$ cat config.mk
export PLATFORM = sky130hd
export DESIGN_NAME = interface_adapter
export DESIGN_NICKNAME = d
export VERILOG_FILES = /design/src/hdl/adapter_pkg.sv /design/src/hdl/channel_feeder.sv /design/src/hdl/feature_fifo.sv /design/src/hdl/interface_adapter.sv /design/src/hdl/stage_sequencer.sv
export VERILOG_INCLUDE_DIRS = /design/src /design/src/hdl
export SDC_FILE = /design/constraint.sdc
export NUM_CORES = 2
export LEC_CHECK = 0
export BUFFER_PORTS_ARGS = -buffer_cell sky130_fd_sc_hd__clkbuf_2
export CELL_PAD_IN_SITES_DETAIL_PLACEMENT = 1
export CELL_PAD_IN_SITES_GLOBAL_PLACEMENT = 2
export CORE_MARGIN = 5
export CORE_UTILIZATION = 50
export DETAILED_ROUTE_END_ITERATION = 10
export HOLD_SLACK_MARGIN = 0.1
export PLACE_DENSITY = 0.94
export SLEW_MARGIN = 20
export SYNTH_ARGS = -nofsm -noshare
export SYNTH_HDL_FRONTEND = slang
export SYNTH_SLANG_ARGS = --single-unit
$ cat constraint.sdc
create_clock -name clk -period 13.4 [get_ports clk]
set_input_delay 2.01 -clock clk [delete_from_list [all_inputs] [get_ports clk]]
set_output_delay 2.01 -clock clk [all_outputs]
set_load 0.005 [all_outputs]
$ cat src/hdl/adapter_consts.svh
`ifndef ADAPTER_CONSTS_SVH
`define ADAPTER_CONSTS_SVH

// Feature word width in bits
`define ADAPTER_WORD_W 16

// Channel counts seen by the downstream stages
`define BN_IN_CHANNELS 16
`define FINAL_IN_CHANNELS 96

// Class scores produced by the final layer
`define NUM_CLASSES 15

// Buffer depths in words
`define ACC_FIFO_DEPTH 64
`define BN_FIFO_DEPTH 32

`endif

$ cat src/hdl/adapter_pkg.sv
`default_nettype none

`include "adapter_consts.svh"

package adapter_pkg;

    // One signed feature word
    typedef logic signed [`ADAPTER_WORD_W-1:0] word_t;

    // Beat into the bottleneck
    typedef struct packed {
        word_t                               data;
        logic [$clog2(`BN_IN_CHANNELS)-1:0]  channel; // Wraps at 16
    } bn_beat_t;

    // Beat into the final layer
    typedef struct packed {
        word_t                                  data;
        logic [$clog2(`FINAL_IN_CHANNELS)-1:0]  channel; // Wraps at 96
    } final_beat_t;

    // Class score vector, index 0 in the low word
    typedef word_t [`NUM_CLASSES-1:0] class_vec_t;

    // Frame phases of the sequencer
    typedef enum logic [2:0] {
        IDLE,
        ACC_RUN,    // First layer filling the acc FIFO
        ACC_DRAIN,  // Acc FIFO streaming into the bottleneck
        BN_RUN,     // Bottleneck filling the bn FIFO
        BN_DRAIN,   // Bn FIFO streaming into the final layer
        FINAL_RUN,  // Waiting on the class scores
        DONE
    } phase_t;

endpackage

`default_nettype wire

$ cat src/hdl/channel_feeder.sv
`default_nettype none

// Pops FIFO words into a registered beat tagged with a wrapping channel
module channel_feeder #(
    parameter type beat_t       = adapter_pkg::bn_beat_t,
    parameter int  NUM_CHANNELS = 16
) (
    input  wire logic               clk,
    input  wire logic               rst,
    input  wire logic               run,
    input  wire logic               fifo_valid,
    input  wire adapter_pkg::word_t fifo_data,
    output logic                    fifo_ready,
    output logic                    beat_valid,
    output beat_t                   beat,
    input  wire logic               beat_ready,
    output logic                    drained
);

    localparam int CHAN_W = (NUM_CHANNELS > 1) ? $clog2(NUM_CHANNELS) : 1;
    localparam logic [CHAN_W-1:0] LAST_CHAN = CHAN_W'(NUM_CHANNELS - 1);

    logic [CHAN_W-1:0] chan_cnt;
    logic              pop;

    // Pop only when the beat register is free or leaving this cycle
    assign fifo_ready = run && (!beat_valid || beat_ready);
    assign pop        = fifo_valid && fifo_ready;

    assign drained = run && !fifo_valid && !beat_valid;

    always_ff @(posedge clk) begin
        if (pop) begin
            beat.data    <= fifo_data;
            beat.channel <= chan_cnt;
        end
    end

    always_ff @(posedge clk) begin
        if (rst) begin
            beat_valid <= 1'b0;
            chan_cnt   <= '0;
        end else begin
            if (pop) begin
                beat_valid <= 1'b1;
            end else if (beat_ready) begin
                beat_valid <= 1'b0; // Accepted with nothing behind it
            end

            // Counts across frames, cleared only by rst
            if (pop) begin
                chan_cnt <= (chan_cnt == LAST_CHAN) ? '0 : chan_cnt + 1'b1;
            end
        end
    end

endmodule

`default_nettype wire

$ cat src/hdl/feature_fifo.sv
`default_nettype none

// First-word-fall-through FIFO, head word visible while out_valid is high
module feature_fifo #(
    parameter int  DEPTH  = 16,
    parameter type item_t = logic [15:0]
) (
    input  wire logic  clk,
    input  wire logic  rst,
    input  wire logic  in_valid,
    input  wire item_t in_data,
    output logic       in_ready,
    output logic       out_valid,
    output item_t      out_data,
    input  wire logic  out_ready
);

    localparam int PTR_W = (DEPTH > 1) ? $clog2(DEPTH) : 1;
    localparam int CNT_W = $clog2(DEPTH + 1);
    localparam logic [PTR_W-1:0] LAST_PTR = PTR_W'(DEPTH - 1);
    localparam logic [CNT_W-1:0] FULL_CNT = CNT_W'(DEPTH);

    item_t mem [DEPTH];

    logic [PTR_W-1:0] wr_ptr;
    logic [PTR_W-1:0] rd_ptr;
    logic [CNT_W-1:0] count;
    logic             push;
    logic             pop;

    assign in_ready  = (count != FULL_CNT);
    assign out_valid = (count != '0);
    assign out_data  = mem[rd_ptr];

    assign push = in_valid && in_ready;
    assign pop  = out_valid && out_ready;

    always_ff @(posedge clk) begin
        if (push) begin
            mem[wr_ptr] <= in_data;
        end
    end

    always_ff @(posedge clk) begin
        if (rst) begin
            wr_ptr <= '0;
            rd_ptr <= '0;
            count  <= '0;
        end else begin
            // Pointers wrap explicitly, depth need not be a power of two
            if (push) begin
                wr_ptr <= (wr_ptr == LAST_PTR) ? '0 : wr_ptr + 1'b1;
            end
            if (pop) begin
                rd_ptr <= (rd_ptr == LAST_PTR) ? '0 : rd_ptr + 1'b1;
            end
            case ({push, pop})
                2'b10:   count <= count + 1'b1;
                2'b01:   count <= count - 1'b1;
                default: count <= count; // Idle or push and pop together
            endcase
        end
    end

endmodule

`default_nettype wire

$ cat src/hdl/interface_adapter.sv
`default_nettype none

`include "adapter_consts.svh"

module interface_adapter (
    input  wire logic                    clk,
    input  wire logic                    rst,
    input  wire logic                    en,
    // First layer in
    input  wire logic                    acc_valid,
    input  wire adapter_pkg::word_t      acc_data,
    output logic                         acc_ready,
    input  wire logic                    acc_done,
    // Bottleneck
    output logic                         bn_in_valid,
    output adapter_pkg::bn_beat_t        bn_in_beat,
    input  wire logic                    bn_in_ready,
    input  wire logic                    bn_out_valid,
    input  wire adapter_pkg::word_t      bn_out_data,
    output logic                         bn_out_ready,
    input  wire logic                    bn_done,
    output logic                         bn_en,
    // Final layer
    output logic                         final_in_valid,
    output adapter_pkg::final_beat_t     final_in_beat,
    input  wire logic                    final_in_ready,
    input  wire logic                    final_out_valid,
    input  wire adapter_pkg::class_vec_t final_scores,
    output logic                         final_en,
    // Result
    output adapter_pkg::class_vec_t      scores,
    output logic                         scores_valid,
    output logic                         system_done
);

    logic acc_fill_en;
    logic acc_drain_en;
    logic bn_fill_en;
    logic bn_drain_en;
    logic acc_drained;
    logic bn_drained;

    logic               acc_push_valid;
    logic               acc_fifo_in_ready;
    logic               acc_fifo_valid;
    adapter_pkg::word_t acc_fifo_data;
    logic               acc_fifo_ready;

    logic               bn_push_valid;
    logic               bn_fifo_in_ready;
    logic               bn_fifo_valid;
    adapter_pkg::word_t bn_fifo_data;
    logic               bn_fifo_ready;

    // Fill side only open in its own phase
    assign acc_push_valid = acc_valid && acc_fill_en;
    assign acc_ready      = acc_fifo_in_ready && acc_fill_en;
    assign bn_push_valid  = bn_out_valid && bn_fill_en;
    assign bn_out_ready   = bn_fifo_in_ready && bn_fill_en;

    stage_sequencer seq (
        .clk, .rst, .en, .acc_done, .bn_done, .acc_drained, .bn_drained,
        .final_out_valid, .final_scores, .acc_fill_en, .acc_drain_en,
        .bn_fill_en, .bn_drain_en, .bn_en, .final_en, .scores, .scores_valid,
        .system_done
    );

    feature_fifo #(.DEPTH(`ACC_FIFO_DEPTH), .item_t(adapter_pkg::word_t)) acc_fifo (
        .clk, .rst,
        .in_valid (acc_push_valid), .in_data (acc_data), .in_ready (acc_fifo_in_ready),
        .out_valid (acc_fifo_valid), .out_data (acc_fifo_data), .out_ready (acc_fifo_ready)
    );

    channel_feeder #(
        .beat_t       (adapter_pkg::bn_beat_t),
        .NUM_CHANNELS (`BN_IN_CHANNELS)
    ) acc_feeder (
        .clk, .rst, .run (acc_drain_en),
        .fifo_valid (acc_fifo_valid), .fifo_data (acc_fifo_data), .fifo_ready (acc_fifo_ready),
        .beat_valid (bn_in_valid), .beat (bn_in_beat), .beat_ready (bn_in_ready),
        .drained (acc_drained)
    );

    feature_fifo #(.DEPTH(`BN_FIFO_DEPTH), .item_t(adapter_pkg::word_t)) bn_fifo (
        .clk, .rst,
        .in_valid (bn_push_valid), .in_data (bn_out_data), .in_ready (bn_fifo_in_ready),
        .out_valid (bn_fifo_valid), .out_data (bn_fifo_data), .out_ready (bn_fifo_ready)
    );

    channel_feeder #(
        .beat_t       (adapter_pkg::final_beat_t),
        .NUM_CHANNELS (`FINAL_IN_CHANNELS)
    ) bn_feeder (
        .clk, .rst, .run (bn_drain_en),
        .fifo_valid (bn_fifo_valid), .fifo_data (bn_fifo_data), .fifo_ready (bn_fifo_ready),
        .beat_valid (final_in_valid), .beat (final_in_beat), .beat_ready (final_in_ready),
        .drained (bn_drained)
    );

endmodule

`default_nettype wire

$ cat src/hdl/stage_sequencer.sv
`default_nettype none

// Frame phase FSM plus class score capture
module stage_sequencer (
    input  wire logic                    clk,
    input  wire logic                    rst,
    input  wire logic                    en,
    input  wire logic                    acc_done,
    input  wire logic                    bn_done,
    input  wire logic                    acc_drained,
    input  wire logic                    bn_drained,
    input  wire logic                    final_out_valid,
    input  wire adapter_pkg::class_vec_t final_scores,
    output logic                         acc_fill_en,
    output logic                         acc_drain_en,
    output logic                         bn_fill_en,
    output logic                         bn_drain_en,
    output logic                         bn_en,
    output logic                         final_en,
    output adapter_pkg::class_vec_t      scores,
    output logic                         scores_valid,
    output logic                         system_done
);

    adapter_pkg::phase_t phase;
    adapter_pkg::phase_t next_phase;
    logic                capture;

    always_comb begin
        next_phase = phase;
        case (phase)
            adapter_pkg::IDLE:      if (en)              next_phase = adapter_pkg::ACC_RUN;
            adapter_pkg::ACC_RUN:   if (acc_done)        next_phase = adapter_pkg::ACC_DRAIN;
            adapter_pkg::ACC_DRAIN: if (acc_drained)     next_phase = adapter_pkg::BN_RUN;
            adapter_pkg::BN_RUN:    if (bn_done)         next_phase = adapter_pkg::BN_DRAIN;
            adapter_pkg::BN_DRAIN:  if (bn_drained)      next_phase = adapter_pkg::FINAL_RUN;
            adapter_pkg::FINAL_RUN: if (final_out_valid) next_phase = adapter_pkg::DONE;
            adapter_pkg::DONE:      if (!en)             next_phase = adapter_pkg::IDLE;
            default:                                     next_phase = adapter_pkg::IDLE;
        endcase
    end

    always_ff @(posedge clk) begin
        if (rst) begin
            phase <= adapter_pkg::IDLE;
        end else begin
            phase <= next_phase;
        end
    end

    // Scores land on the same edge that enters DONE
    assign capture = (phase == adapter_pkg::FINAL_RUN) && final_out_valid;

    always_ff @(posedge clk) begin
        if (capture) begin
            scores <= final_scores;
        end
    end

    always_ff @(posedge clk) begin
        if (rst) begin
            scores_valid <= 1'b0;
        end else if (capture) begin
            scores_valid <= 1'b1;
        end else if (next_phase == adapter_pkg::IDLE) begin
            scores_valid <= 1'b0; // Held through DONE, dropped on return to IDLE
        end
    end

    assign acc_fill_en  = (phase == adapter_pkg::ACC_RUN);
    assign acc_drain_en = (phase == adapter_pkg::ACC_DRAIN);
    assign bn_fill_en   = (phase == adapter_pkg::BN_RUN);
    assign bn_drain_en  = (phase == adapter_pkg::BN_DRAIN);

    // Bottleneck stays enabled while it takes input and while it produces
    assign bn_en    = (phase == adapter_pkg::ACC_DRAIN) || (phase == adapter_pkg::BN_RUN);
    assign final_en = (phase == adapter_pkg::BN_DRAIN) || (phase == adapter_pkg::FINAL_RUN);

    assign system_done = (phase == adapter_pkg::DONE);

endmodule

`default_nettype wire

==> reports/qor.csv <==
stage,metric,value,unit
run_status,run_status,finished clean,
critical_path,path_cells,"buf_4, buf_4, buf_4, mux4_2, a22oi_1, a21oi_1, or4_1",
hold_path,hold_path_end,bn_feeder.beat[6]$_DFFE_PP_,
cells_and_area,drive_gt1_share,36.0,%
synthesis,syn_avg_cell_area,22.3,um2
critical_path,critPathArrivalTime,5.95,ns
synthesis,ys_seq_area_share,79.4,%
timing,tightest_slew,1.18,ns
synthesis,ys_seq_elements,1871,
grt,antenna_found_initial,40,
critical_path,worst_path_largest_cell_delay,0.96,ns
critical_path,required,13.94,ns
synthesis,synth-edff-count,1819,
die,rows,137,
hold_path,hold_class,reg2reg,
die,die_x,384,um
critical_path,reg2reg_from,acc_fifo.rd_ptr[0]$_SDFFE_PP0P_,
placed_design,dp_hpwl,141000,um
clock_tree,cts.path.max_buffers,3,
hold_path,hold_depth,0,
synthesis,syn_area,70100,um2
die,die_h,384,um
synthesis,ys.warnings.count,0,
synthesis,synth_simple_gate_area_share,2.37,%
clock_tree,hold_buffers,0,
synthesis,ys.flop_type,edfxtp_1,
timing,fmax,0.185,GHz
placed_design,dp.cells,5571,
grt,grt_use_total,31.5,%
clock_tree,cts-root-buf,clkbuf_16,
critical_path,r2r_end,acc_feeder.beat[10]$_DFFE_PP_,
synthesis,synthDistinctLibCells,67,
die,dieArea,148000,um2
clock_tree,clk_pin_slew,0.07,ns
routing,postRouteAntennaNets,0,
cells_and_area,instances_no_fill,5933,
clock_tree,post_cts_buffers,0,
critical_path,crit_top_cell,buf_4,
routing,finalWirelength,232000,um
critical_path,worstSetupEndpointType,flop,
timing,hold_violations,0,
cells_and_area,n_fill_cell,11800,
clock_tree,cts_buffers,182,
routing,drt-initial-drc-count,5410,
grt,grt_pass1_wl,322000,um
synthesis,synth-compound-area-share,2.19,%
timing,slew-limit-headroom,21.6,%
timing,setup_ws,7.99,ns
critical_path,crit_path_max_fanout,50,
clock_tree,htreeDepth,4,
critical_path,slowest_stage,dfxtp_4,
routing,vias,38300,
synthesis,postSynthNetCount,3442,
run,drv_cap,0,
cells_and_area,multi_input_area,13600,um2
die,coreArea,139000,um2
critical_path,cp_num_buf_inv,3,
clock_tree,worstSkewPairLatency,0.82,ns
synthesis,synth_xor_xnor_area_share,0.262,%
routing,firstDrtPassIters,5,
timing,min_period_over_period,40.4,%
timing,setup_viol,0,
timing,maxSlewViolCount,0,
grt,grt_start_max_net_pins,144,
grt,grt_overflow,0,
timing,finClkSkew,0.0617,ns
routing,vias_per_cell,6.45,
placed_design,place_ws,7.81,ns
critical_path,crit_type,reg2reg,
power,p_per_area,148,nW/um2
routing,wire_per_inst,39.2,um
die,start_util,50.3,%
critical_path,ff2ff_setup_slack,7.99,ns
clock_tree,cts_resized,0,
synthesis,syn_inst,3136,
synthesis,synth_mux_area_share,14.1,%
power,ir_drop,0.000144,V
critical_path,reg2reg_depth,7,
cells_and_area,ff_latch_area,55700,um2
die,io_pins,573,
synthesis,ys_async_sr_fraction,0,%
critical_path,crit_family,buffers and inverters,
hold_path,hp-start,bn_feeder.chan_cnt[6]$_SDFFE_PP0P_,
placed_design,place_congestion,1.03,
synthesis,synth_top_family_by_area,multiplexers,
placed_design,portBuffers,572,
routing,drc,0,
cells_and_area,area_growth,16.9,%
power,power,12.1,mW
clock_tree,clock-sinks,1871,
timing,tns,0,ns
timing,rsz0062_at_grt,false,
grt,grt_pass1_vias,39100,
critical_path,start_kind,flop,
cells_and_area,final_nets,4185,
synthesis,synth-adder-area-share,0.450,%
clock_tree,cts_tree,built,
power,p_leak,26.4,nW
timing,post-route-min-period,5.41,ns
[where the power goes]
group          total (mW)  internal, mW  switching (mW)
registers            6.44          6.42          0.0158
clock network        5.39          3.04            2.34
logic               0.281        0.0933           0.187
total                12.1          9.56            2.55
[cells in the mapped netlist (all sizes together), types with 3 or more instances]
| cell | n | area, um2 |
|---|---|---|
| nor2b | 11 | 68.8 |
| o221ai | 7 | 61.3 |
| xnor2 | 7 | 61.3 |
| or3b | 7 | 63.8 |
| a21o | 3 | 22.5 |
| buf | 91 | 488 |
| mux2 | 22 | 248 |
| o22ai | 13 | 81.3 |
| a221oi | 27 | 236 |
| inv | 24 | 90.1 |
| or3 | 7 | 43.8 |
| and4 | 8 | 70.1 |
| or2 | 4 | 25.0 |
| o21a | 4 | 30.0 |
| mux4 | 407 | 9170 |
| o21ai | 39 | 195 |
| a211oi | 9 | 67.6 |
| dfxtp | 52 | 1040 |
| ha | 22 | 275 |
| nand3b | 7 | 52.6 |
| edfxtp | 1819 | 54600 |
| nand3 | 15 | 85.1 |
| or4 | 5 | 37.5 |
| mux2i | 49 | 490 |
| nand4 | 7 | 58.8 |
| clkbuf | 62 | 233 |
| nor3 | 16 | 80.1 |
| a21oi | 44 | 220 |
| xor2 | 14 | 123 |
| a311oi | 8 | 87.6 |
| a22oi | 32 | 240 |
| nor2 | 150 | 566 |
| nand2 | 68 | 255 |
| and3 | 6 | 37.5 |
| and2 | 16 | 100 |
| a31oi | 17 | 106 |
| nand2b | 8 | 50.1 |
| a22o | 5 | 43.8 |
[layout by cell type (no fill, tap or decap), drive strengths merged, types with 10 or more instances in the layout]
cell,count
mux4,407
clkinv,76
a22oi,32
nor3,16
ha,22
nor2,150
mux2i,49
diode,25
o21ai,39
bufinv,25
and2,16
edfxtp,1819
nand3,15
a21oi,44
a31oi,17
mux2,22
a221oi,27
buf,140
xor2,14
nor2b,11
o22ai,13
dfxtp,52
clkinvlp,10
nand2,68
inv,36
clkbuf,786
[worst max-delay path by stage]
stage	slack, ns	from	endpoint	cells past startpoint
finish	7.99	acc_fifo.rd_ptr[0]$_SDFFE_PP0P_	acc_feeder.beat[10]$_DFFE_PP_	7
global route	7.59	acc_fifo.rd_ptr[0]$_SDFFE_PP0P_	acc_feeder.beat[10]$_DFFE_PP_	7
CTS	7.83	acc_fifo.rd_ptr[0]$_SDFFE_PP0P_	acc_feeder.beat[10]$_DFFE_PP_	7
detailed placement	7.81	final_out_valid	seq.scores[123]$_DFFE_PP_	5
global placement	7.90	final_out_valid	seq.scores[123]$_DFFE_PP_	5
floorplan	5.15	final_out_valid	seq.scores_valid$_SDFFE_PP0P_	3
[sequential cells by signal (all words and copies together), names as in the netlist]
name and flops:
bn_fifo.count 6, bn_feeder.chan_cnt 7, acc_fifo.mem 1024, acc_fifo.wr_ptr 6, acc_feeder.beat_valid 1, bn_fifo.rd_ptr 5, seq.phase 3, bn_fifo.mem 512
acc_fifo.count 7, seq.scores 240, seq.scores_valid 1, bn_fifo.wr_ptr 5, bn_feeder.beat 23, acc_feeder.beat 20, bn_feeder.beat_valid 1, acc_feeder.chan_cnt 4
acc_fifo.rd_ptr 6
[cells by family (layout without fill, tap and decap cells)]
family                     after synthesis  in the layout
AOI/OAI and AO/OA                      222            222
xor gates and xnor gates                21             21
adders and majority gates               24             24
buffers and inverters                  177           1073
DFF                                   1871           1871
muxes                                  478            478
other                                    0             25
and+or+nand+nor                        343            343
[through the flow]
stage | cell area (um2) | utilization (%) | hold WS, ns
floorplan | 70100 | - | 0.443
global placement | 75700 | 54.3 | 0.466
detailed placement | 75700 | 54.3 | 0.493
CTS | 81900 | 58.8 | 0.505
global route | 81900 | 58.8 | 0.520
finish | 81900 | 58.8 | 0.497
[area by class of cell]
type                            count  share of cell area [%]
Sequential cell                  1871                    68.0
Multi-Input combinational cell   1088                    16.6
Clock buffer                      214                    5.78
Timing Repair Buffer              712                    4.79
Tap cell                         1876                    2.86
Clock inverter                    123                    1.79
Inverter                           24                   0.110
Antenna cell                       25                  0.0763
[worst reg2reg max path, cell delays in order (launching register included)]
cell and delay (ns):
dfxtp_4 0.96, buf_4 0.93, buf_4 0.79, buf_4 0.80, mux4_2 0.63, a22oi_1 0.28, a21oi_1 0.13, or4_1 0.62
[metal layers]
layer | up-vias | track usage [%] | wire [um]
met2 | 3180 | 54.8 | 121000
met5 | - | 0 | 127
met1 | 19800 | 36.6 | 72400
met3 | 600 | 7.51 | 25200
li1 | 14600 | - | -
met4 | 20 | 15.8 | 13900
No activity file was read; power rests on OpenSTA's default activity.
